$ cat config.mk
export PLATFORM = sky130hd
export DESIGN_NAME = mm_sched_top
export DESIGN_NICKNAME = d
export VERILOG_FILES = /design/src/rtl/mm_pkg.sv /design/src/rtl/mm_sched_top.sv /design/src/rtl/mm_ctrl_fsm.sv /design/src/rtl/mm_addr_gen.sv /design/src/rtl/mm_memory_scheduler.sv /design/src/rtl/mm_job_regs.sv
export VERILOG_INCLUDE_DIRS = /design/src /design/src/rtl
export SDC_FILE = /design/constraint.sdc
export NUM_CORES = 2
export LEC_CHECK = 0
export BUFFER_PORTS_ARGS = -buffer_cell sky130_fd_sc_hd__buf_4
export CORE_ASPECT_RATIO = 1.25
export CORE_UTILIZATION = 66
export CTS_CLUSTER_SIZE = 25
export DETAILED_ROUTE_END_ITERATION = 8
export PLACE_DENSITY = 0.83
export REMOVE_ABC_BUFFERS = 1
export SETUP_SLACK_MARGIN = 0.02
export SLEW_MARGIN = 10
export SYNTH_ARGS = -nofsm -noshare
export SYNTH_HDL_FRONTEND = slang
export SYNTH_SLANG_ARGS = --single-unit
export TNS_END_PERCENT = 50
$ cat constraint.sdc
create_clock -name clk_i -period 17 [get_ports clk_i]
set_input_delay 2.55 -clock clk_i [delete_from_list [all_inputs] [get_ports clk_i]]
set_output_delay 2.55 -clock clk_i [all_outputs]
set_load 0.01 [all_outputs]
$ cat src/rtl/mm_defs.svh
`ifndef MM_DEFS_SVH
`define MM_DEFS_SVH

// X rows fetched per full tile
`define MM_ARRAY_W 4

// Memory address width
`define MM_ADDR_W 32

// Iteration counter width
`define MM_CNT_W 16

// Config port data width
`define MM_CFG_DW 32

// Byte step between horizontally adjacent tiles
`define MM_JMP 16

`endif
$ cat src/rtl/mm_pkg.sv
`default_nettype none

package mm_pkg;

  // Config port register index, used as the write opcode
  typedef enum logic [2:0] {
    REG_X_ADDR      = 3'd0,
    REG_X_D1_STRIDE = 3'd1,
    REG_X_ROWS_OFFS = 3'd2,
    REG_COLS_ITERS  = 3'd3,
    REG_W_ITERS     = 3'd4,
    REG_ROWS_ITERS  = 3'd5,
    REG_LEFTOVER    = 3'd6,
    REG_CMD         = 3'd7
  } cfg_reg_e;

  typedef enum logic [1:0] {
    ST_IDLE  = 2'd0,
    ST_FIRST = 2'd1,
    ST_RUN   = 2'd2,
    ST_DONE  = 2'd3
  } ctrl_state_e;

endpackage

`default_nettype wire

$ cat src/rtl/mm_sched_top.sv
`timescale 1ns/1ps
`include "mm_defs.svh"
`default_nettype none

module mm_sched_top
  import mm_pkg::*;
(
  input  logic                  clk_i,
  input  logic                  rst_ni,
  input  logic                  cfg_req_i,
  input  cfg_reg_e              cfg_addr_i,
  input  logic [`MM_CFG_DW-1:0] cfg_wdata_i,
  output logic                  cfg_ack_o,
  output logic                  mem_req_o,
  output logic [`MM_ADDR_W-1:0] mem_addr_o,
  input  logic                  mem_ack_i,
  output logic                  busy_o,
  output logic                  done_o
);

  logic                  start;
  logic                  first_load;
  logic                  run;
  logic [`MM_ADDR_W-1:0] x_addr;
  logic [`MM_ADDR_W-1:0] x_d1_stride;
  logic [`MM_ADDR_W-1:0] x_rows_offs;
  logic [`MM_CNT_W-1:0]  cols_iters;
  logic [`MM_CNT_W-1:0]  w_iters;
  logic [`MM_CNT_W-1:0]  rows_iters;
  logic [`MM_CNT_W-1:0]  leftover;
  logic                  tile_req;
  logic [`MM_ADDR_W-1:0] tile_base;
  logic [`MM_CNT_W-1:0]  tile_len;
  logic [`MM_ADDR_W-1:0] tile_stride;
  logic                  tile_ack;
  logic                  tile_done;

  mm_job_regs i_job_regs (
    .clk_i         (clk_i),
    .rst_ni        (rst_ni),
    .cfg_req_i     (cfg_req_i),
    .cfg_addr_i    (cfg_addr_i),
    .cfg_wdata_i   (cfg_wdata_i),
    .cfg_ack_o     (cfg_ack_o),
    .busy_i        (busy_o),
    .start_o       (start),
    .x_addr_o      (x_addr),
    .x_d1_stride_o (x_d1_stride),
    .x_rows_offs_o (x_rows_offs),
    .cols_iters_o  (cols_iters),
    .w_iters_o     (w_iters),
    .rows_iters_o  (rows_iters),
    .leftover_o    (leftover)
  );

  mm_ctrl_fsm i_ctrl_fsm (
    .clk_i        (clk_i),
    .rst_ni       (rst_ni),
    .start_i      (start),
    .tile_done_i  (tile_done),
    .cols_iters_i (cols_iters),
    .w_iters_i    (w_iters),
    .rows_iters_i (rows_iters),
    .first_load_o (first_load),
    .run_o        (run),
    .busy_o       (busy_o),
    .done_o       (done_o)
  );

  mm_memory_scheduler i_memory_scheduler (
    .clk_i         (clk_i),
    .rst_ni        (rst_ni),
    .run_i         (run),
    .first_load_i  (first_load),
    .tile_done_i   (tile_done),
    .x_addr_i      (x_addr),
    .x_d1_stride_i (x_d1_stride),
    .x_rows_offs_i (x_rows_offs),
    .cols_iters_i  (cols_iters),
    .w_iters_i     (w_iters),
    .rows_iters_i  (rows_iters),
    .leftover_i    (leftover),
    .tile_req_o    (tile_req),
    .tile_base_o   (tile_base),
    .tile_len_o    (tile_len),
    .tile_stride_o (tile_stride),
    .tile_ack_i    (tile_ack)
  );

  mm_addr_gen i_addr_gen (
    .clk_i         (clk_i),
    .rst_ni        (rst_ni),
    .tile_req_i    (tile_req),
    .tile_base_i   (tile_base),
    .tile_len_i    (tile_len),
    .tile_stride_i (tile_stride),
    .tile_ack_o    (tile_ack),
    .tile_done_o   (tile_done),
    .mem_req_o     (mem_req_o),
    .mem_addr_o    (mem_addr_o),
    .mem_ack_i     (mem_ack_i)
  );

endmodule

`default_nettype wire

$ cat src/rtl/mm_ctrl_fsm.sv
`timescale 1ns/1ps
`include "mm_defs.svh"
`default_nettype none

module mm_ctrl_fsm
  import mm_pkg::*;
(
  input  logic                 clk_i,
  input  logic                 rst_ni,
  input  logic                 start_i,
  input  logic                 tile_done_i,
  input  logic [`MM_CNT_W-1:0] cols_iters_i,
  input  logic [`MM_CNT_W-1:0] w_iters_i,
  input  logic [`MM_CNT_W-1:0] rows_iters_i,
  output logic                 first_load_o,
  output logic                 run_o,
  output logic                 busy_o,
  output logic                 done_o
);

  localparam int unsigned TotW = 3 * `MM_CNT_W;

  ctrl_state_e     state_q;
  logic [TotW-1:0] tot_q;
  logic [TotW-1:0] done_cnt_q;
  logic [TotW-1:0] done_cnt_next;
  logic            empty_job;

  assign empty_job     = (cols_iters_i == '0) || (w_iters_i == '0) || (rows_iters_i == '0);
  assign done_cnt_next = done_cnt_q + 1'b1;

  always_ff @(posedge clk_i or negedge rst_ni) begin
    if (!rst_ni) begin
      state_q    <= ST_IDLE;
      tot_q      <= '0;
      done_cnt_q <= '0;
    end else begin
      case (state_q)
        ST_IDLE, ST_DONE: begin
          if (start_i) begin
            tot_q      <= cols_iters_i * w_iters_i * rows_iters_i;
            done_cnt_q <= '0;
            state_q    <= empty_job ? ST_DONE : ST_FIRST;
          end
        end
        ST_FIRST, ST_RUN: begin
          if (tile_done_i) begin
            done_cnt_q <= done_cnt_next;
            state_q    <= (done_cnt_next == tot_q) ? ST_DONE : ST_RUN;
          end
        end
        default: state_q <= ST_IDLE;
      endcase
    end
  end

  assign first_load_o = (state_q == ST_FIRST);
  assign run_o        = (state_q == ST_FIRST) || (state_q == ST_RUN);
  assign busy_o       = run_o;
  assign done_o       = (state_q == ST_DONE);

endmodule

`default_nettype wire

$ cat src/rtl/mm_addr_gen.sv
`timescale 1ns/1ps
`include "mm_defs.svh"
`default_nettype none

module mm_addr_gen (
  input  logic                  clk_i,
  input  logic                  rst_ni,
  input  logic                  tile_req_i,
  input  logic [`MM_ADDR_W-1:0] tile_base_i,
  input  logic [`MM_CNT_W-1:0]  tile_len_i,
  input  logic [`MM_ADDR_W-1:0] tile_stride_i,
  output logic                  tile_ack_o,
  output logic                  tile_done_o,
  output logic                  mem_req_o,
  output logic [`MM_ADDR_W-1:0] mem_addr_o,
  input  logic                  mem_ack_i
);

  typedef enum logic [1:0] {
    G_IDLE    = 2'd0,
    G_LAUNCH  = 2'd1,
    G_REQ     = 2'd2,
    G_RELEASE = 2'd3
  } gen_state_e;

  gen_state_e            state_q;
  logic                  tile_ack_q;
  logic                  mem_req_q;
  logic                  done_q;
  logic                  accept;
  logic                  last_beat;
  logic [`MM_CNT_W-1:0]  beat_q;
  logic [`MM_CNT_W-1:0]  len_q;
  logic [`MM_ADDR_W-1:0] stride_q;
  logic [`MM_ADDR_W-1:0] addr_q;

  assign accept    = (state_q == G_IDLE) && tile_req_i && !tile_ack_q;
  assign last_beat = (beat_q == len_q - 1'b1);

  always_ff @(posedge clk_i or negedge rst_ni) begin
    if (!rst_ni) begin
      tile_ack_q <= 1'b0;
    end else if (accept) begin
      tile_ack_q <= 1'b1;
    end else if (tile_ack_q && !tile_req_i) begin
      tile_ack_q <= 1'b0;
    end
  end

  always_ff @(posedge clk_i) begin
    if (accept) begin
      len_q    <= tile_len_i;
      stride_q <= tile_stride_i;
      addr_q   <= tile_base_i;
    end else if (state_q == G_RELEASE && !mem_ack_i && !last_beat) begin
      addr_q <= addr_q + stride_q;
    end
  end

  always_ff @(posedge clk_i or negedge rst_ni) begin
    if (!rst_ni) begin
      state_q   <= G_IDLE;
      mem_req_q <= 1'b0;
      done_q    <= 1'b0;
      beat_q    <= '0;
    end else begin
      done_q <= 1'b0;
      case (state_q)
        G_IDLE: begin
          if (accept) begin
            beat_q  <= '0;
            state_q <= G_LAUNCH;
          end
        end
        G_LAUNCH: begin
          mem_req_q <= 1'b1;
          state_q   <= G_REQ;
        end
        G_REQ: begin
          if (mem_ack_i) begin
            mem_req_q <= 1'b0;
            state_q   <= G_RELEASE;
          end
        end
        G_RELEASE: begin
          // Wait for the memory to drop ack before the next beat
          if (!mem_ack_i) begin
            if (last_beat) begin
              done_q  <= 1'b1;
              state_q <= G_IDLE;
            end else begin
              beat_q    <= beat_q + 1'b1;
              mem_req_q <= 1'b1;
              state_q   <= G_REQ;
            end
          end
        end
        default: state_q <= G_IDLE;
      endcase
    end
  end

  assign tile_ack_o  = tile_ack_q;
  assign tile_done_o = done_q;
  assign mem_req_o   = mem_req_q;
  assign mem_addr_o  = addr_q;

  a_mem_addr_stable: assert property (@(posedge clk_i) disable iff (!rst_ni)
    mem_req_o && $past(mem_req_o) |-> $stable(mem_addr_o))
    else $error("mem_addr_o changed while mem_req_o was high");

endmodule

`default_nettype wire

$ cat src/rtl/mm_memory_scheduler.sv
`timescale 1ns/1ps
`include "mm_defs.svh"
`default_nettype none

module mm_memory_scheduler (
  input  logic                  clk_i,
  input  logic                  rst_ni,
  input  logic                  run_i,
  input  logic                  first_load_i,
  input  logic                  tile_done_i,
  input  logic [`MM_ADDR_W-1:0] x_addr_i,
  input  logic [`MM_ADDR_W-1:0] x_d1_stride_i,
  input  logic [`MM_ADDR_W-1:0] x_rows_offs_i,
  input  logic [`MM_CNT_W-1:0]  cols_iters_i,
  input  logic [`MM_CNT_W-1:0]  w_iters_i,
  input  logic [`MM_CNT_W-1:0]  rows_iters_i,
  input  logic [`MM_CNT_W-1:0]  leftover_i,
  output logic                  tile_req_o,
  output logic [`MM_ADDR_W-1:0] tile_base_o,
  output logic [`MM_CNT_W-1:0]  tile_len_o,
  output logic [`MM_ADDR_W-1:0] tile_stride_o,
  input  logic                  tile_ack_i
);

  logic [`MM_CNT_W-1:0]  col_cnt_q;
  logic [`MM_CNT_W-1:0]  w_cnt_q;
  logic [`MM_CNT_W-1:0]  row_cnt_q;
  logic [`MM_ADDR_W-1:0] col_offs_q;
  logic [`MM_ADDR_W-1:0] row_offs_q;
  logic                  col_last;
  logic                  w_last;
  logic                  row_last;
  logic                  first_load_q;
  logic                  clear;
  logic                  tile_req_q;
  logic                  pending_q;
  logic                  launch;

  assign col_last = (col_cnt_q == cols_iters_i - 1'b1);
  assign w_last   = (w_cnt_q == w_iters_i - 1'b1);
  assign row_last = (row_cnt_q == rows_iters_i - 1'b1);

  // New job starts from tile zero
  assign clear = first_load_i && !first_load_q;

  always_ff @(posedge clk_i or negedge rst_ni) begin
    if (!rst_ni) begin
      first_load_q <= 1'b0;
    end else begin
      first_load_q <= first_load_i;
    end
  end

  // Columns innermost, then W repeats, then row blocks
  always_ff @(posedge clk_i or negedge rst_ni) begin
    if (!rst_ni) begin
      col_cnt_q  <= '0;
      w_cnt_q    <= '0;
      row_cnt_q  <= '0;
      col_offs_q <= '0;
      row_offs_q <= '0;
    end else if (clear) begin
      col_cnt_q  <= '0;
      w_cnt_q    <= '0;
      row_cnt_q  <= '0;
      col_offs_q <= '0;
      row_offs_q <= '0;
    end else if (tile_done_i) begin
      col_cnt_q  <= col_last ? '0 : col_cnt_q + 1'b1;
      col_offs_q <= col_last ? '0 : col_offs_q + `MM_ADDR_W'(`MM_JMP);
      if (col_last) begin
        w_cnt_q <= w_last ? '0 : w_cnt_q + 1'b1;
      end
      if (col_last && w_last) begin
        row_cnt_q  <= row_last ? '0 : row_cnt_q + 1'b1;
        row_offs_q <= row_last ? '0 : row_offs_q + x_rows_offs_i;
      end
    end
  end

  // Next tile only once the last one has been handed off and finished
  assign launch = run_i && !tile_req_q && !pending_q && !tile_ack_i;

  always_ff @(posedge clk_i or negedge rst_ni) begin
    if (!rst_ni) begin
      tile_req_q <= 1'b0;
      pending_q  <= 1'b0;
    end else begin
      if (launch) begin
        tile_req_q <= 1'b1;
        pending_q  <= 1'b1;
      end else begin
        if (tile_req_q && tile_ack_i) begin
          tile_req_q <= 1'b0;
        end
        if (tile_done_i) begin
          pending_q <= 1'b0;
        end
      end
    end
  end

  assign tile_req_o    = tile_req_q;
  assign tile_base_o   = x_addr_i + row_offs_q + col_offs_q;
  assign tile_stride_o = x_d1_stride_i;
  // Short last row block when the row count is not a multiple of the array
  assign tile_len_o    = (row_last && leftover_i != '0) ? leftover_i
                                                         : `MM_CNT_W'(`MM_ARRAY_W);

  a_cnt_range: assert property (@(posedge clk_i) disable iff (!rst_ni)
    tile_req_o |-> (col_cnt_q < cols_iters_i) && (w_cnt_q < w_iters_i) &&
                   (row_cnt_q < rows_iters_i))
    else $error("tile counter beyond its iteration count");

endmodule

`default_nettype wire

$ cat src/rtl/mm_job_regs.sv
`timescale 1ns/1ps
`include "mm_defs.svh"
`default_nettype none

module mm_job_regs
  import mm_pkg::*;
(
  input  logic                  clk_i,
  input  logic                  rst_ni,
  input  logic                  cfg_req_i,
  input  cfg_reg_e              cfg_addr_i,
  input  logic [`MM_CFG_DW-1:0] cfg_wdata_i,
  output logic                  cfg_ack_o,
  input  logic                  busy_i,
  output logic                  start_o,
  output logic [`MM_ADDR_W-1:0] x_addr_o,
  output logic [`MM_ADDR_W-1:0] x_d1_stride_o,
  output logic [`MM_ADDR_W-1:0] x_rows_offs_o,
  output logic [`MM_CNT_W-1:0]  cols_iters_o,
  output logic [`MM_CNT_W-1:0]  w_iters_o,
  output logic [`MM_CNT_W-1:0]  rows_iters_o,
  output logic [`MM_CNT_W-1:0]  leftover_o
);

  logic ack_q;
  logic cfg_we;

  // One write per handshake, on the edge where ack rises
  assign cfg_we    = cfg_req_i && !ack_q;
  assign cfg_ack_o = ack_q;

  always_ff @(posedge clk_i or negedge rst_ni) begin
    if (!rst_ni) begin
      ack_q <= 1'b0;
    end else if (cfg_we) begin
      ack_q <= 1'b1;
    end else if (ack_q && !cfg_req_i) begin
      ack_q <= 1'b0;
    end
  end

  // Parameters stay frozen while a job runs
  always_ff @(posedge clk_i or negedge rst_ni) begin
    if (!rst_ni) begin
      x_addr_o      <= '0;
      x_d1_stride_o <= '0;
      x_rows_offs_o <= '0;
      cols_iters_o  <= '0;
      w_iters_o     <= '0;
      rows_iters_o  <= '0;
      leftover_o    <= '0;
    end else if (cfg_we && !busy_i) begin
      case (cfg_addr_i)
        REG_X_ADDR:      x_addr_o      <= cfg_wdata_i[`MM_ADDR_W-1:0];
        REG_X_D1_STRIDE: x_d1_stride_o <= cfg_wdata_i[`MM_ADDR_W-1:0];
        REG_X_ROWS_OFFS: x_rows_offs_o <= cfg_wdata_i[`MM_ADDR_W-1:0];
        REG_COLS_ITERS:  cols_iters_o  <= cfg_wdata_i[`MM_CNT_W-1:0];
        REG_W_ITERS:     w_iters_o     <= cfg_wdata_i[`MM_CNT_W-1:0];
        REG_ROWS_ITERS:  rows_iters_o  <= cfg_wdata_i[`MM_CNT_W-1:0];
        REG_LEFTOVER:    leftover_o    <= cfg_wdata_i[`MM_CNT_W-1:0];
        default: ;
      endcase
    end
  end

  always_ff @(posedge clk_i or negedge rst_ni) begin
    if (!rst_ni) begin
      start_o <= 1'b0;
    end else begin
      start_o <= cfg_we && !busy_i && (cfg_addr_i == REG_CMD) &&
                 (cfg_wdata_i == `MM_CFG_DW'(1));
    end
  end

  a_cfg_addr_stable: assert property (@(posedge clk_i) disable iff (!rst_ni)
    cfg_req_i && $past(cfg_req_i) |-> $stable(cfg_addr_i))
    else $error("cfg_addr_i changed while cfg_req_i was high");

endmodule

`default_nettype wire

# Word-level counts from Yosys, hierarchy flattened
# Cells that the tools add are included.
# classes
add_sub_neg	14
mul	2
eq_ne	25
muxes	52
n_reduce_logical	62
# ops
op	count
32-bit two-way mux	9
16-bit two-way mux	14
32-bit adder	4
48-bit two-way mux	2
48-bit case mux with 2 select lines	1
16-bit by 1-bit adder with 16-bit output, second input constant	4
16-bit == test	4
16-bit by 1-bit subtractor with 16-bit output, second input constant	4
48-bit by 1-bit adder with 48-bit output, second input constant	1
48-bit == test	1
16-bit zero test	3
32-bit by 16-bit multiplier with 48-bit output	1
32-bit by 5-bit adder with 32-bit output, second input constant	1
32-bit by 1-bit == test with 1-bit output, second input constant	1
16-bit by 16-bit multiplier with 32-bit output	1
16-bit case mux with 2 select lines	1
2-bit AND reduction	11
2-bit nonzero test	9
1-bit logical AND	17
16-bit nonzero test	1
1-bit two-way mux	15
2-bit two-way mux	7
3-bit == test, second input constant	4
1-bit zero test	9
16 further kinds	30
# totals
register_bits	476
inputBits	39
output_inout_bits	36

# Logic depth before layout (Yosys ltp)
# logic_depth
depth_word	6
mapped_depth	49

# Modules after synthesis
# From an unflattened synthesis, not the netlist that was laid out.
# hier_totals
cells_unflattened	5653
area_unflattened_um2	53144.7
# by_module_without_submodules
mod	n_inst	cells_per_inst	area_per_inst_um2	seq_area_each_um2
mm_ctrl_fsm	1	3462	30186.5	2452.4
mm_memory_scheduler	1	1264	10707.8	2777.7
mm_job_regs	1	365	6242.2	4053.9
mm_addr_gen	1	562	6008.3	2927.8

# Worst setup path after synthesis
# OpenSTA, ideal clock, no wires.
# synth_timing
path_type	register -> register
from	reg i_job_regs.w_iters_o[4]
to	reg i_ctrl_fsm.tot_q[47]
arrival_time_ps	12177
slack_ps	4699
stages_incl_launch_ff	48
cell_sequence	dfrtp_1 clkbuf_1 clkbuf_1 clkbuf_1 and2_1 fa_1 inv_1 fa_1 fa_1 fa_1 inv_1 fa_1 inv_1 fa_1 inv_1 ha_1 a21o_1 a21o_1 (+12 left out) inv_1 fa_1 fa_1 inv_1 fa_1 inv_1 ha_1 clkbuf_1 o2111ai_1 nor3_1 a21oi_1 o21ai_0 o41ai_1 o211ai_1 a221o_1 a221oi_1 nor3_1 a211o_1
# synth_between
elab_chain_cells	2
# synth_lines
item	line_no	rtl
start: declaration	mm_job_regs.sv:20	output logic [`MM_CNT_W-1:0] w_iters_o,
start signal: assignment	mm_job_regs.sv:58	REG_W_ITERS: w_iters_o <= cfg_wdata_i[`MM_CNT_W-1:0];
16-bit by 16-bit multiplier with 32-bit output	mm_ctrl_fsm.sv:41	tot_q <= cols_iters_i * w_iters_i * rows_iters_i;
32-bit by 16-bit multiplier with 48-bit output	mm_ctrl_fsm.sv:41	
end signal: assignment	mm_ctrl_fsm.sv:41	
end: declaration	mm_ctrl_fsm.sv:24	logic [TotW-1:0] tot_q;
# No other way between the ends.
# A chain may end at the register's enable or synchronous reset.

# Worst setup path after layout
# layout_timing
from	reg i_job_regs.w_iters_o[7]
to	reg i_ctrl_fsm.tot_q[47]
# Same word-level chain as after synthesis.

==> flow_summary_export.csv <==
group,metric,value,unit
die,coreArea,0.0787,mm²
synthesis,async_reset_ff_frac,0.831,
finish,fillers,5781,
synthesis,avgSynthCellArea,9.33,µm²
global_route,grt_pass1_vias,42200,
timing,post-route-period-util,0.781,
die,rows,115,
detailed_routing,wl_per_cell,20.0,µm
place,dp_slack,3830,ps
timing,hold_viol,0,
finish,nets,6560,
synthesis,synth-edff-count,80,
finish,drive_gt1_frac,0.0851,
worst_setup_path,cp_num_buf_inv,8,
detailed_routing,dr.pass1.iters,5,
finish,area_delta_synth_final,5.86,%
clock_tree,cts_setup_buffers,0,
worst_hold_path,hold_class,"flop to flop",
worst_setup_path,slowest_stage,"dfrtp_1",
place,dp_hpwl,100000,µm
clock_tree,clk_path_buf_depth,3,
synthesis,ys_ff_latch,472,
worst_setup_path,crit_family,"adder cells",
clock_tree,cts_tree,"done",
synthesis,yosysTopAreaCell,"fa_1",
clock_tree,cts_hold_buf,0,
synthesis,yosysTopAreaCellShare,0.245,
timing,fin_ws,3720,ps
synthesis,synth.yosys.seq_area_share,0.232,
clock_tree,cts.sinks,472,
synthesis,synthTopCellsByArea,"fa_1 (24%), dfrtp_1 (19%), ha_1 (8.0%), nand2_1 (5.2%), inv_1 (5.1%)",
detailed_routing,drcViolationCount,0,
die,ios,75,
die,die_w,254,µm
place,gp_congestion,0.921,
clock_tree,cts.clk_slew.worst_paths,60,ps
worst_setup_path,cp-end-kind,"flop",
global_route,grt_max_degree,145,
synthesis,synthCells,5635,
clock_tree,ctsHtreeMaxLevel,2,
global_route,antenna_found_initial,3,
worst_setup_path,worst-path-max-fanout,20,
timing,fin_crit,13280,ps
synthesis,syn-cell-area,0.0525,mm²
job,drv_cap,0,
worst_setup_path,worst_path_most_repeated_cell,"fa_1",
clock_tree,ctsResizeCount,0,
die,dieArea,0.0808,mm²
clock_tree,cts_buffers,51,
global_route,grt_overflow,0,
timing,fmax,75.3,MHz
worst_setup_path,crit_required,17510,ps
worst_setup_path,start_kind,"flop",
detailed_routing,drt_wl_total,133000,µm
timing,max_slew_margin,0.155,
finish,n_antenna_cell,0,
die,initial_core_util,0.668,
timing,setup_viol,0,
synthesis,ys_types,94,
worst_hold_path,min_path_cells,0,
timing,worst_pin_slew,1260,ps
timing,slew_viol_final,0,
timing,rsz0062_at_grt,"no",
timing,setup_tns,0,ps
detailed_routing,detail-route-antenna-nets,0,
clock_tree,clk_latency,650,ps
worst_setup_path,crit_type,"flop to flop",
synthesis,synth_warnings,0,
detailed_routing,vias,40200,
worst_setup_path,cpPeakStageDelay,860,ps
place,portBuffers,74,
outcome,outcome,"finished clean",
worst_setup_path,cp.depth,43,
global_route,grt_pass1_wl,218000,µm
detailed_routing,via_per_inst,6.06,
worst_setup_path,reg2reg_depth,43,
die,dieHeight,317,µm
worst_setup_path,crit_arrival,13790,ps
global_route,grt_use_total,0.341,
clock_tree,cts-root-buf,"clkbuf_16",
detailed_routing,first_iter_violations,2836,
timing,skew,52.3,ps
synthesis,synthFlopType,"dfrtp_1",
[layout make-up]
cell class                      count  area, µm²  share of cell area
Tap cell                         1053       1320              0.0237
Clock inverter                     25        277             0.00497
Multi-Input combinational cell   4162      36600               0.659
Inverter                          718       2700              0.0485
Clock buffer                       67       1430              0.0257
Sequential cell                   472      12200               0.220
Timing Repair Buffer              138       1060              0.0190
[synthesized netlist by cell type, types with 7 or more instances]
library cell  number
a2111oi_0          7
nor3_1            67
dfrtp_1          392
and3_1            79
o21bai_1          11
or3_1             19
edfxtp_1          80
o31ai_1           48
buf_1             11
o22ai_1           13
nand3_1           93
xnor2_1          216
o211ai_1          13
a31oi_1           32
nor2_1           261
nand2_1          733
ha_1             336
o21ai_0          244
o21ai_1           11
o21a_1            21
a31o_2             8
nand4_1           47
nand2b_1          43
and4_1            12
fa_1             642
or4_1             11
o2111ai_1          8
nor3b_1           16
nand4b_1           7
buf_2             20
a211oi_1          22
or2_2             13
nor2b_1           29
and2_1           298
nand3b_1          16
xor2_1           145
mux2i_1           31
nor4_1            37
a21o_1           100
clkbuf_1         242
mux2_2           189
a21oi_1          180
inv_1            717
[placed cells by master (no fill, tap or decap), types with 19 or more instances in the layout]
cell	n
o21a_1	21
edfxtp_1	80
o31ai_1	48
clkbuf_16	53
and2_1	298
nand2b_1	43
mux2_2	189
nor3_1	65
buf_4	136
xor2_1	142
o21ai_0	244
xnor2_1	209
dfrtp_1	389
ha_1	336
nand2_1	731
or3_1	19
nor2_1	258
mux2i_1	31
a21oi_1	180
and3_1	79
nand3_1	93
a211oi_1	22
nor2b_1	29
a21o_1	100
inv_1	717
nor4_1	37
a31oi_1	32
nand4_1	47
fa_1	642
[worst reg2reg max path, delay by kind of cell, from the launching register on]
family | cells | cell delay, ps
simple gates | 9 | 1280
flops | 1 | 860
compound gates | 11 | 3120
buf+inv | 8 | 410
xor+xnor | 1 | 670
fa+ha+maj | 14 | 6800
[registers in the layout, summed over array words and instances (netlist names), 28 cells and up]
signal                         flops
i_addr_gen.mem_addr_o             32
i_addr_gen.stride_q               32
i_ctrl_fsm.done_cnt_q             48
i_ctrl_fsm.tot_q                  48
i_job_regs.x_addr_o               32
i_job_regs.x_d1_stride_o          32
i_job_regs.x_rows_offs_o          32
i_memory_scheduler.col_offs_q     28
i_memory_scheduler.row_offs_q     32
[path summary, 6_finish.rpt]
| kind | start | endpoint | slack (ps) |
|---|---|---|---|
| max | i_job_regs.w_iters_o[7]$_DFFE_PN0P_ | i_ctrl_fsm.tot_q[47]$_DFFE_PN0P_ | 3720 |
| max reg2reg | i_job_regs.w_iters_o[7]$_DFFE_PN0P_ | i_ctrl_fsm.tot_q[47]$_DFFE_PN0P_ | 3720 |
| min | i_job_regs.x_d1_stride_o[17]$_DFFE_PN0P_ | i_addr_gen.stride_q[17]$_DFFE_PP_ | 440 |
| max in group asynchronous | rst_ni | i_ctrl_fsm.tot_q[28]$_DFFE_PN0P_ | 12060 |
| min reg2reg | i_job_regs.x_d1_stride_o[17]$_DFFE_PN0P_ | i_addr_gen.stride_q[17]$_DFFE_PP_ | 440 |
| min in group asynchronous | rst_ni | i_job_regs.x_d1_stride_o[30]$_DFFE_PN0P_ | 1870 |
[cells by family (layout without fill, tap and decap cells)]
kind of cell | after synthesis | after routing | synth area share
simple gates | 1816 | 1816 | 0.170
fa+ha+maj | 978 | 978 | 0.325
compound gates | 787 | 787 | 0.0936
buf+inv | 1001 | 948 | 0.0727
mux | 220 | 220 | 0.0464
xor+xnor | 361 | 361 | 0.0602
flops | 472 | 472 | 0.232
[per-layer routing]
metal,global-route usage,vias to the layer above,share of wire
li1,-,18200,-
met1,0.396,20000,0.36
met2,0.585,1484,0.50
met3,0.0501,526,0.065
met4,0.218,4,0.074
met5,0,-,0.00028
[through the flow]
step | hold WS [ps] | instance area (µm²) | std cells | util
after detailed placement | 430 | 53900 | 6543 | 0.685
after global routing | 448 | 55600 | 6635 | 0.707
after floorplan | 421 | 51400 | 5352 | -
final | 441 | 55600 | 6635 | 0.707
after global placement | 426 | 53900 | 6543 | 0.685
after CTS | 443 | 55600 | 6635 | 0.707
Power is left out: the tool's default activity adds up to more than one toggle a clock period on the data nets, which glitch-free logic cannot reach.
